[src/logic/fetch_pkg.sv]
// instruction fetch front end, shared definitions
// widths, byte address type and the items passed between fetch stages
package fetch_pkg;

    // address and instruction width
    parameter int XLEN = 32;

    typedef logic [XLEN-1:0] addr_t;

    // fetched word, assembled byte by byte, consumed as one instruction
    typedef union packed {
        logic [3:0][7:0] bytes;
        logic [XLEN-1:0] word;
    } insn_word_u;

    // one item in the cache read stage
    typedef struct packed {
        logic  valid;
        addr_t pc;
    } lookup_t;

    // one item toward decode
    typedef struct packed {
        logic       valid;
        addr_t      pc;
        insn_word_u insn;
    } fetch_t;

    // pc redirect or resume request
    typedef struct packed {
        logic  valid;
        addr_t pc;
    } redirect_t;

    // cache line write
    typedef struct packed {
        logic       valid;
        addr_t      pc;
        insn_word_u data;
    } fill_t;

endpackage

[src/logic/fetch_pc.sv]
// fetch pc stage
// holds the pc and the decode credit counter, launches one cache
// lookup per cycle while credits last and the miss engine is idle
`timescale 1ns/1ns

module fetch_pc import fetch_pkg::*; #(
    parameter int CREDITS = 2
) (
    input  logic      clk,
    input  logic      rst_n_i,
    input  redirect_t redirect_i,
    input  redirect_t resume_i,
    input  logic [1:0] drop_cnt_i,
    input  logic      credit_return_i,
    input  logic      fill_busy_i,
    output lookup_t   lookup_o
);

    localparam int CNT_W = $clog2(CREDITS + 1);

    addr_t            pc_q;
    logic [CNT_W-1:0] credits_q;
    // two spare bits so a refund overflow shows up in the check below
    logic [CNT_W+1:0] credits_sum;
    lookup_t          lookup_q;
    logic             launch;

    // redirect or resume loads the pc first, launch follows next cycle
    assign launch = (credits_q != '0) && !fill_busy_i
                    && !redirect_i.valid && !resume_i.valid;

    // spend one per launch, refund returns and drops
    assign credits_sum = {2'b00, credits_q}
                         + (CNT_W + 2)'(credit_return_i)
                         + (CNT_W + 2)'(drop_cnt_i)
                         - (CNT_W + 2)'(launch);

    always_ff @(posedge clk) begin
        if (!rst_n_i) begin
            pc_q           <= '0;
            credits_q      <= CNT_W'(CREDITS);
            lookup_q.valid <= 1'b0;
        end else begin
            credits_q      <= credits_sum[CNT_W-1:0];
            lookup_q.valid <= launch;
            // redirect wins over a resume
            if (redirect_i.valid) begin
                pc_q <= redirect_i.pc;
            end else if (resume_i.valid) begin
                pc_q <= resume_i.pc;
            end else if (launch) begin
                pc_q <= pc_q + XLEN'(4);
            end
        end
    end

    // launched address, payload only
    always_ff @(posedge clk) begin
        if (launch) begin
            lookup_q.pc <= pc_q;
        end
    end

    assign lookup_o = lookup_q;

    // refunds never push the counter past the decode buffer depth
    a_credit_max: assert property (@(posedge clk) disable iff (!rst_n_i)
        credits_sum <= (CNT_W + 2)'(CREDITS));

    // launched pcs stay on word boundaries
    a_pc_aligned: assert property (@(posedge clk) disable iff (!rst_n_i)
        lookup_o.valid |-> (lookup_o.pc[1:0] == 2'b00));

endmodule

[src/logic/icache.sv]
// direct mapped instruction cache
// one word per line, registered read, write port driven by the miss engine
`timescale 1ns/1ns

module icache import fetch_pkg::*; #(
    parameter int INDEX_W = 4
) (
    input  logic       clk,
    input  logic       rst_n_i,
    input  lookup_t    lookup_i,
    input  fill_t      fill_i,
    output lookup_t    lookup_o,
    output logic       hit_o,
    output insn_word_u data_o
);

    localparam int LINES = 1 << INDEX_W;
    localparam int TAG_W = XLEN - INDEX_W - 2;

    // line storage
    logic [LINES-1:0] valid_q;
    logic [TAG_W-1:0] tag_q [LINES];
    insn_word_u       data_q [LINES];

    logic [INDEX_W-1:0] rd_idx;
    logic [INDEX_W-1:0] wr_idx;
    logic [TAG_W-1:0]   rd_tag;

    lookup_t    item_q;
    logic       hit_q;
    insn_word_u word_q;

    // word offset bits select the line, the rest is tag
    assign rd_idx = lookup_i.pc[INDEX_W+1:2];
    assign rd_tag = lookup_i.pc[XLEN-1:INDEX_W+2];
    assign wr_idx = fill_i.pc[INDEX_W+1:2];

    always_ff @(posedge clk) begin
        if (!rst_n_i) begin
            valid_q      <= '0;
            item_q.valid <= 1'b0;
            hit_q        <= 1'b0;
        end else begin
            item_q.valid <= lookup_i.valid;
            hit_q        <= lookup_i.valid && valid_q[rd_idx]
                            && (tag_q[rd_idx] == rd_tag);
            if (fill_i.valid) begin
                valid_q[wr_idx] <= 1'b1;
            end
        end
    end

    // tag and data write
    always_ff @(posedge clk) begin
        if (fill_i.valid) begin
            tag_q[wr_idx]  <= fill_i.pc[XLEN-1:INDEX_W+2];
            data_q[wr_idx] <= fill_i.data;
        end
    end

    // read data travels with the item
    always_ff @(posedge clk) begin
        item_q.pc <= lookup_i.pc;
        word_q    <= data_q[rd_idx];
    end

    assign lookup_o = item_q;
    assign hit_o    = hit_q;
    assign data_o   = word_q;

endmodule

[src/logic/miss_fill.sv]
// cache miss engine
// reads the four bytes of the missed word from byte wide memory,
// assembles them little endian and writes one fill to the cache
`timescale 1ns/1ns

module miss_fill import fetch_pkg::*; (
    input  logic       clk,
    input  logic       rst_n_i,
    input  lookup_t    miss_i,
    input  logic [7:0] mem_data_i,
    output logic       mem_rd_o,
    output addr_t      mem_addr_o,
    output fill_t      fill_o,
    output logic       busy_o
);

    addr_t      base_q;
    logic       rd_active_q;
    logic [1:0] rd_off_q;
    logic [1:0] cur_off;
    logic       cap_valid_q;
    logic [1:0] cap_idx_q;
    insn_word_u word_q;
    logic       fill_valid_q;

    // first read goes out in the request cycle itself
    assign cur_off    = miss_i.valid ? 2'd0 : rd_off_q;
    assign mem_rd_o   = miss_i.valid || rd_active_q;
    assign mem_addr_o = miss_i.valid ? miss_i.pc : {base_q[XLEN-1:2], rd_off_q};

    // busy until the last byte is in
    assign busy_o = miss_i.valid || rd_active_q || cap_valid_q;

    always_ff @(posedge clk) begin
        if (!rst_n_i) begin
            rd_active_q  <= 1'b0;
            rd_off_q     <= 2'd0;
            cap_valid_q  <= 1'b0;
            fill_valid_q <= 1'b0;
        end else begin
            if (miss_i.valid) begin
                rd_active_q <= 1'b1;
                rd_off_q    <= 2'd1;
            end else if (rd_active_q) begin
                rd_off_q <= rd_off_q + 2'd1;
                // byte 3 issued, stop reading
                if (rd_off_q == 2'd3) begin
                    rd_active_q <= 1'b0;
                end
            end
            cap_valid_q  <= mem_rd_o;
            fill_valid_q <= cap_valid_q && (cap_idx_q == 2'd3);
        end
    end

    // base address, byte lane of each read and the assembled word
    always_ff @(posedge clk) begin
        if (miss_i.valid) begin
            base_q <= miss_i.pc;
        end
        cap_idx_q <= cur_off;
        if (cap_valid_q) begin
            word_q.bytes[cap_idx_q] <= mem_data_i;
        end
    end

    assign fill_o.valid     = fill_valid_q;
    assign fill_o.pc        = base_q;
    assign fill_o.data.word = word_q.word;

    // a request reads four bytes back to back, then fills two cycles later
    a_read_run: assert property (@(posedge clk) disable iff (!rst_n_i)
        miss_i.valid |-> mem_rd_o ##1 mem_rd_o [*3] ##1 (!mem_rd_o && busy_o)
                         ##1 (fill_o.valid && !busy_o));

    // resolve never hands over a second miss while one is in progress
    a_no_overlap: assert property (@(posedge clk) disable iff (!rst_n_i)
        miss_i.valid |-> !(rd_active_q || cap_valid_q));

endmodule

[src/logic/fetch_resolve.sv]
// fetch resolve stage
// turns cache hits into decode items, starts the miss engine on a miss,
// squashes younger and redirected items and reports their credits
`timescale 1ns/1ns

module fetch_resolve import fetch_pkg::*; (
    input  logic       clk,
    input  logic       rst_n_i,
    input  lookup_t    item_i,
    input  logic       hit_i,
    input  insn_word_u data_i,
    input  redirect_t  redirect_i,
    input  fill_t      fill_word_i,
    output fetch_t     fetch_o,
    output lookup_t    miss_o,
    output redirect_t  resume_o,
    output logic [1:0] drop_cnt_o
);

    logic   pending_q;
    logic   killed_q;
    logic   flush_q;
    fetch_t fetch_q;

    logic item_kill;
    logic hit_ok;
    logic miss_req;
    logic item_drop;
    logic fill_ok;
    logic fill_drop;

    // item launched before a redirect still arrives one cycle later
    assign item_kill = redirect_i.valid || flush_q || pending_q;
    assign hit_ok    = item_i.valid && hit_i && !item_kill;
    assign miss_req  = item_i.valid && !hit_i && !item_kill;
    assign item_drop = item_i.valid && item_kill;

    // fill word only counts for a miss nobody redirected away from
    assign fill_ok   = fill_word_i.valid && !killed_q && !redirect_i.valid;
    assign fill_drop = fill_word_i.valid && !fill_ok;

    assign drop_cnt_o = {1'b0, item_drop} + {1'b0, fill_drop};

    assign miss_o.valid = miss_req;
    assign miss_o.pc    = item_i.pc;

    // restart after the missed word
    assign resume_o.valid = fill_ok;
    assign resume_o.pc    = fill_word_i.pc + XLEN'(4);

    always_ff @(posedge clk) begin
        if (!rst_n_i) begin
            pending_q     <= 1'b0;
            killed_q      <= 1'b0;
            flush_q       <= 1'b0;
            fetch_q.valid <= 1'b0;
        end else begin
            flush_q       <= redirect_i.valid;
            fetch_q.valid <= hit_ok || fill_ok;
            if (fill_word_i.valid) begin
                pending_q <= 1'b0;
                killed_q  <= 1'b0;
            end else if (miss_req) begin
                pending_q <= 1'b1;
            end else if (pending_q && redirect_i.valid) begin
                killed_q <= 1'b1;
            end
        end
    end

    // decode payload, fill and hit are never both present
    always_ff @(posedge clk) begin
        if (fill_ok) begin
            fetch_q.pc   <= fill_word_i.pc;
            fetch_q.insn <= fill_word_i.data;
        end else if (hit_ok) begin
            fetch_q.pc   <= item_i.pc;
            fetch_q.insn <= data_i;
        end
    end

    assign fetch_o = fetch_q;

    // one miss at a time, the next only after its fill word is back
    a_single_miss: assert property (@(posedge clk) disable iff (!rst_n_i)
        miss_o.valid |=> (!miss_o.valid throughout fill_word_i.valid [->1]));

endmodule

[src/logic/fetch_top.sv]
// instruction fetch front end, top level
// pc launch, cache read, resolve and the byte serial miss engine
`timescale 1ns/1ns

module fetch_top import fetch_pkg::*; #(
    parameter int INDEX_W = 4,
    parameter int CREDITS = 2
) (
    input  logic       clk,
    input  logic       rst_n_i,
    input  redirect_t  redirect_i,
    input  logic       credit_return_i,
    input  logic [7:0] mem_data_i,
    output fetch_t     fetch_o,
    output logic       mem_rd_o,
    output addr_t      mem_addr_o
);

    lookup_t    launch_item;
    lookup_t    read_item;
    logic       read_hit;
    insn_word_u read_word;
    lookup_t    miss_req;
    redirect_t  resume;
    logic [1:0] drop_cnt;
    fill_t      fill;
    logic       fill_busy;

    fetch_pc #(.CREDITS(CREDITS)) fetch_pc_inst (
        .clk(clk), .rst_n_i(rst_n_i), .redirect_i(redirect_i), .resume_i(resume),
        .drop_cnt_i(drop_cnt), .credit_return_i(credit_return_i),
        .fill_busy_i(fill_busy), .lookup_o(launch_item)
    );

    icache #(.INDEX_W(INDEX_W)) icache_inst (
        .clk(clk), .rst_n_i(rst_n_i), .lookup_i(launch_item), .fill_i(fill),
        .lookup_o(read_item), .hit_o(read_hit), .data_o(read_word)
    );

    fetch_resolve fetch_resolve_inst (
        .clk(clk), .rst_n_i(rst_n_i), .item_i(read_item), .hit_i(read_hit),
        .data_i(read_word), .redirect_i(redirect_i), .fill_word_i(fill),
        .fetch_o(fetch_o), .miss_o(miss_req), .resume_o(resume), .drop_cnt_o(drop_cnt)
    );

    miss_fill miss_fill_inst (
        .clk(clk), .rst_n_i(rst_n_i), .miss_i(miss_req), .mem_data_i(mem_data_i),
        .mem_rd_o(mem_rd_o), .mem_addr_o(mem_addr_o), .fill_o(fill), .busy_o(fill_busy)
    );

endmodule

[config.mk]
export PLATFORM = sky130hd
export DESIGN_NAME = fetch_top
export DESIGN_NICKNAME = d
export VERILOG_FILES = /design/src/logic/fetch_pkg.sv /design/src/logic/fetch_pc.sv /design/src/logic/icache.sv /design/src/logic/miss_fill.sv /design/src/logic/fetch_resolve.sv /design/src/logic/fetch_top.sv
export SDC_FILE = /design/constraint.sdc
export NUM_CORES = 1
export LEC_CHECK = 0
export BUFFER_PORTS_ARGS = -buffer_cell sky130_fd_sc_hd__buf_2
export CORE_MARGIN = 2
export CORE_UTILIZATION = 50
export CTS_BUF_LIST = sky130_fd_sc_hd__clkbuf_16
export DETAILED_ROUTE_END_ITERATION = 7
export PLACE_DENSITY = 0.75
export SLEW_MARGIN = 20
export SYNTH_ARGS = -nofsm -noshare
export SYNTH_HDL_FRONTEND = slang
export SYNTH_HIERARCHICAL = 1
export SYNTH_SLANG_ARGS = --single-unit
export TNS_END_PERCENT = 20
[constraint.sdc]
create_clock -name clk -period 6.2 [get_ports clk]
set_clock_uncertainty 0.05 [all_clocks]
set_input_delay 0.62 -clock clk [delete_from_list [all_inputs] [get_ports clk]]
set_output_delay 0.62 -clock clk [all_outputs]
set_load 0.03 [all_outputs]
Word-level counts from Yosys, hierarchy flattened
Memories as Yosys holds them, arrays and structs flattened. A register that Yosys moved wholly into a read port is not among the register bits.
Index checks and enable logic that the tools add are counted.
{"block": "word_totals", "ram_bits": 928, "reg_bits": 256, "elab_cells": 98, "n_memories": 2}
{"memory": "icache_inst.data_q", "words": 16, "width": 32, "read_ports": 1, "rd_ports_with_merged_regs": 1, "write_ports": 1, "line_no": "icache.sv:23", "rtl": "insn_word_u data_q [LINES];"}
{"memory": "icache_inst.tag_q", "words": 16, "width": 26, "read_ports": 1, "rd_ports_with_merged_regs": 1, "write_ports": 1, "line_no": "icache.sv:22", "rtl": "logic [TAG_W-1:0] tag_q [LINES];"}
{"block": "classes", "reduce_logical": 35, "mux": 21, "add_sub_neg": 7, "n_eq_ne": 3, "magnitude_cmp": 5, "bitwise_logic": 3}
{"operator": "$mux 32", "count": 4}
{"operator": "$mux 64", "count": 2}
{"operator": "$add 32x3->32 const B", "count": 2}
{"operator": "$bwmux 32", "count": 1}
{"operator": "$eq 26x26->1", "count": 1}
{"operator": "$logic_and 1x1->1", "count": 17}
{"operator": "$demux 8 s2", "count": 1}
{"operator": "$or 16x16->16", "count": 1}
{"operator": "$lt 4x5->1 const B", "count": 2}
{"operator": "$mux 1", "count": 9}
{"operator": "$mux 8", "count": 1}
{"operator": "$logic_not 1->1", "count": 6}
{"operator": "$reduce_bool 2->1", "count": 3}
{"operator": "$logic_or 1x1->1", "count": 5}
{"operator": "$bmux 1 s4", "count": 1}
{"operator": "$demux 1 s4", "count": 1}
{"operator": "$eq 2x2->1 const B", "count": 2}
{"operator": "$ge 4x1->1 const B", "count": 1}
{"operator": "$mux 4", "count": 1}
{"operator": "$reduce_or 2->1", "count": 2}
{"operator": "$lt 2x3->1 const B", "count": 1}
{"operator": "$reduce_bool 3->1", "count": 1}
{"operator": "$add 1x1->2", "count": 1}
{"operator": "$add 2x1->2", "count": 1}
{"operator": "other kinds (6)", "count": 7}

Longest topological paths before layout
{"block": "logic_depth", "word_depth": 13, "mapped_depth": 15}

By module
Netlist, hierarchy kept.
{"mod": "icache", "cells_each": 1673, "area_per_inst_um2": 37825.0, "instances": 1, "seq_area_each_um2": 29508.3}
{"mod": "fetch_resolve", "cells_each": 275, "area_per_inst_um2": 3717.3, "instances": 1, "seq_area_each_um2": 2001.9}
{"mod": "fetch_pc", "cells_each": 371, "area_per_inst_um2": 3527.1, "instances": 1, "seq_area_each_um2": 1661.6}
{"mod": "miss_fill", "cells_each": 126, "area_per_inst_um2": 2606.2, "instances": 1, "seq_area_each_um2": 2062.0}

Worst setup path after synthesis
Ideal clock, no wire load.
{"block": "synth_path", "path_kind": "reg2reg", "startpoint": "reg miss_fill_inst.base_q[3]", "endpoint": "mem icache_inst/data_q[0][0] (netlist name), enable pin", "path_buffers": 0, "stages_incl_launch_ff": 3, "setup_slack_ns": 0.607, "arrival_ns": 4.995, "t_required_ns": 5.602, "setup_ns": 0.548, "cell_sequence": "edfxtp_1 or3b_2 nor3_1"}
{"element": "start, declared", "line_no": "miss_fill.sv:17", "rtl": "addr_t base_q;"}
{"element": "start signal, assigned", "line_no": "miss_fill.sv:59", "rtl": "base_q <= miss_i.pc;"}
{"element": "end, declared", "line_no": "icache.sv:23"}
No word-level cell before the write port.

Final worst setup path
{"block": "layout_path", "startpoint": "reg fetch_pc_inst.lookup_q, in the netlist fetch_pc_inst/lookup_o[2]", "endpoint": "reg icache_inst.hit_q (netlist: icache_inst/hit_o)"}
{"block": "layout_between", "elab_chain_cells": 4}
{"element": "start, declared", "line_no": "fetch_pc.sv:25", "rtl": "lookup_t lookup_q;"}
{"element": "$bmux 1 s4", "line_no": "icache.sv:45", "rtl": "hit_q <= lookup_i.valid && valid_q[rd_idx]"}
{"element": "$mux 1 (not written as such)", "line_no": "icache.sv:45"}
{"element": "$logic_and 1x1->1", "line_no": "icache.sv:45"}
{"element": "$logic_and 1x1->1", "line_no": "icache.sv:46", "rtl": "&& (tag_q[rd_idx] == rd_tag);"}
{"element": "end signal, assigned", "line_no": "icache.sv:45"}
{"element": "end, declared", "line_no": "icache.sv:30", "rtl": "logic hit_q;"}
No other way between the ends. The select of a mux whose other input is x is not followed.
A chain may end at the register's enable or synchronous reset.

==> summary.md <==
| Metric | Value |
|---|---|
| Worst skew pair latency | roughly 0.7 ns |
| Cell Area, Placed | 49,700 um^2 |
| Die height | 313 um |
| Worst flop-to-flop path endpoint | icache_inst/hit_o |
| Full die area | 97,800 um^2 |
| Initial antenna violation count | 1 |
| Critical-path maximum fanout | 53 |
| Final core utilization | 0.564 |
| Most frequent cells in the layout | 1,088 x edfxtp_1, 241 x mux4_2, 141 x buf_2 |
| Num CTS Buffers | around 120 |
| Final std cells w/o fill | between 3,000 and 4,000 |
| Relative slew slack | 0.200 |
| Post_cts resized | 0 |
| RSZ-0062 raised after global routing | no |
| First-pass DRT Iterations | 7 |
| Max-Cap Viols | 0 |
| Final instance area | 53,400 um^2 |
| DR vias | 25,066 |
| Power share of the combinational group | 0.122 |
| Fin. Hold Viols | 0 |
| Clk sink count | 1,216 |
| Achievable frequency | about 250 MHz |
| Slew at the pin closest to its max-slew limit | 1.20 ns |
| Flop pwr share | 0.509 |
| Avg Cell Area, Syn | 19.5 um^2 |
| Switching power | 0.00446 W |
| Sequential share of the synthesized area | 0.739 |
| Worst r2r path cells | 7 |
| Core area | 94,700 um^2 |
| Gr usage total | 0.241 |
| Layout net count | 2,669 |
| WP data required | 6.75 ns |
| Die width | 313 um |
| Reg clk slew, reported paths | 0.06 ns |
| Setup Buffers After CTS | 0 |
| Clk buf depth | 3 |
| Post-Syn Instances | roughly 2,400 |
| Dpl cells | 3,765 |
| Startpoint Class | flip-flop |
| First-pass GRT wire length | 172,000 um |
| Tmin final | roughly 4.1 ns |
| CTS root buf | clkbuf_16 |
| Status | finished clean |
| Top Ports | 142 |
| Iter 0 DRT Violations | 3,156 |
| Layout cells sized above 1 | 0.273 |
| Yosys top cell area share | 0.685 |
| Worst vdd ir | 0.268 mV |
| Routed Antenna Nets | 0 |
| DP HPWL | 66,800 um |
| Routability cong. | around 0.87 |
| Rows | 113 |
| Post-Route Setup TNS | 0 ns |
| Cell Area, Synth | 47,700 um^2 |
| Most common cell after layout, fill and taps aside | edfxtp_1 |
| Fin. max-slew vios | 0 |
| Port-buffer cells | 141 |
| Syn Nets | 2,495 |
| Number of synthesized register bits | 1,216 |
| Initial Util | 0.503 |
| Yosys top cell by area | edfxtp_1 |
| Post-cts hold buffer count | 0 |
| Synth top area cells | edfxtp_1 69%, mux4_2 11%, dfxtp_1 5.4% |
| Switch share | 0.242 |
| Reg-to-reg critical path startpoint | fetch_pc_inst/lookup_o[2] |
| Routed wire length per instance | 29.6 um |
| Area Growth Syn to Fin | 12.1% |
| Hold EP | fetch_pc_inst/pc_q[0] |
| R2r setup slk | between 2 and 2.5 ns |
| Vias in the first global route | around 26,000 |
| Hold_sp | redirect_i[0] |
| CTS tree | yes |
| Nature of the critical path endpoint | flip-flop |
| P_leak | 17.4 nW |
| Remaining DRCs | 0 |
| EDFF count, synth | 1,088 |
| Setup-failing EPs final | 0 |
| Yosys synthesis warning count | 6 |
| Power Dens Cells | 345 nW/um^2 |
| Final Power | 0.0184 W |
| Main synth FF type | edfxtp_1 |
| Ys async rst share | 0 |
| Cell internal pwr | 0.0140 W |
| Worst Hold Path Cells | 3 |
| WL final | 118,000 um |
| Crit path kind | flip-flop to flip-flop |
| Via/cell ratio | approximately 6.3 |
| WP data arrival | 4.62 ns |
| Clock power share | 0.369 |
| Pin count of the biggest net entering global routing | 134 |
| Hold Path Class | input port to flip-flop |
| Count of different cell masters after synthesis | a little under 90 |
| H-tree Lvls | 3 |
| Fin crit share | 0.655 |
| Overflow after GRT | 0 |
[layer usage]
layer  wire length (um)  track usage  up-vias
met3              10700       0.0389      260
met5                  0            0        -
met2              56400        0.384     1344
met4               4340       0.0856        0
li1                   -            -    10305
met1              46600        0.341    13157
[synth_stat cells, types with 6 or more instances]
cell type and instances:
nor2_1 65, buf_4 46, a22oi_1 25, o21a_1 19, o21ai_1 7, and3_1 14
xor2_1 23, clkbuf_1 31, a221oi_1 10, a211oi_1 7, xnor2_1 37, nand2b_1 12
a31oi_1 7, nor3_1 19, buf_1 20, edfxtp_1 1088, a22o_1 10, nand3_1 40
and2_1 8, mux2_2 92, nor4_1 15, o21ai_0 38, o211ai_1 10, mux4_2 241
a21oi_1 34, nor3b_1 6, mux2i_1 77, nand2_1 70, buf_6 7, nor2b_1 10
buf_2 43, o22ai_1 13, o31ai_1 6, dfxtp_1 128, or3_1 6, inv_1 34
nand4_1 21, a21o_1 7
[power by group through the flow]
| stage | clock (W) | combinational [W] | sequential [W] |
|---|---|---|---|
| 6_report | 0.00680 | 0.00226 | 0.00939 |
| 4_1_cts | 0.00689 | 0.00227 | 0.00938 |
| 3_3_place_gp | 0 | 0.00222 | 0.00954 |
| 3_5_place_dp | 0 | 0.00225 | 0.00955 |
| 2_1_floorplan | 0 | 0.00178 | 0.00940 |
| 5_1_grt | 0.00720 | 0.00240 | 0.00940 |
[final cells by class]
type	count	area, um^2
Tap cell	1265	1580
Timing Repair Buffer	206	1220
Inverter	36	136
Clock inverter	100	743
Antenna cell	2	5.00
Sequential cell	1216	35200
Multi-Input combinational cell	1043	11600
Fill cell	7005	41300
Clock buffer	117	2930
[sequential cells by signal, summed over array words and instances (netlist names)]
name                          cells
icache_inst/data_q              512
icache_inst/tag_q               416
fetch_resolve_inst/fetch_o       65
fetch_pc_inst/lookup_o           33
icache_inst/lookup_o             33
fetch_pc_inst/pc_q               32
icache_inst/data_o               32
miss_fill_inst/base_q            32
miss_fill_inst/word_q            32
icache_inst/valid_q              16
fetch_pc_inst/credits_q           2
miss_fill_inst/cap_idx_q          2
miss_fill_inst/rd_off_q           2
fetch_resolve_inst/flush_q        1
fetch_resolve_inst/killed_q       1
fetch_resolve_inst/pending_q      1
icache_inst/hit_o                 1
miss_fill_inst/cap_valid_q        1
miss_fill_inst/fill_valid_q       1
miss_fill_inst/rd_active_q        1
[worst max-delay path, cell delays in order (launching register included)]
cell      delay (ns)
edfxtp_1        0.89
buf_4           0.92
mux4_2          0.63
a22o_1          0.25
or4_1           0.43
a221oi_2        0.31
o211ai_1        0.15
nor4_2          0.31
[worst max path at each step]
stage	startpoint	end	slack (ns)	depth (start not counted)
5_1_grt	fetch_pc_inst/lookup_o[2]	icache_inst/hit_o	1.91	8
4_1_cts	fetch_pc_inst/lookup_o[2]	icache_inst/hit_o	2.18	7
3_3_place_gp	fetch_pc_inst/lookup_o[2]	icache_inst/hit_o	2.28	8
6_report	fetch_pc_inst/lookup_o[2]	icache_inst/hit_o	2.14	7
2_1_floorplan	miss_fill_inst/base_q[3]	icache_inst/data_q[0][0]	0.61	2
3_5_place_dp	fetch_pc_inst/lookup_o[2]	icache_inst/hit_o	2.26	7
[per-stage QoR]
| step | setup slack [ns] | hold slack [ns] |
|---|---|---|
| after floorplan | 0.607 | 0.273 |
| after global placement | 2.28 | 0.284 |
| after detailed placement | 2.26 | 0.294 |
| after CTS | 2.18 | 0.106 |
| after global routing | 1.91 | 0.145 |
| final | 2.14 | 0.136 |
[cells by family (layout without fill, tap and decap cells)]
logic type | count (synthesis) | count (layout) | share of synthesized area
flip-flops | 1216 | 1216 | 0.739
multiplexers | 421 | 421 | 0.155
AND/OR/NAND/NOR | 319 | 319 | 0.0368
AO/OA/AOI/OAI | 237 | 237 | 0.0348
buffers and inverters | 186 | 459 | 0.0212
XOR/XNOR | 60 | 60 | 0.0110
adder cells (fa/ha/maj) | 6 | 6 | 0.00173
other | 0 | 2 | 0
Note: power is estimated with default switching activity, not from simulation.
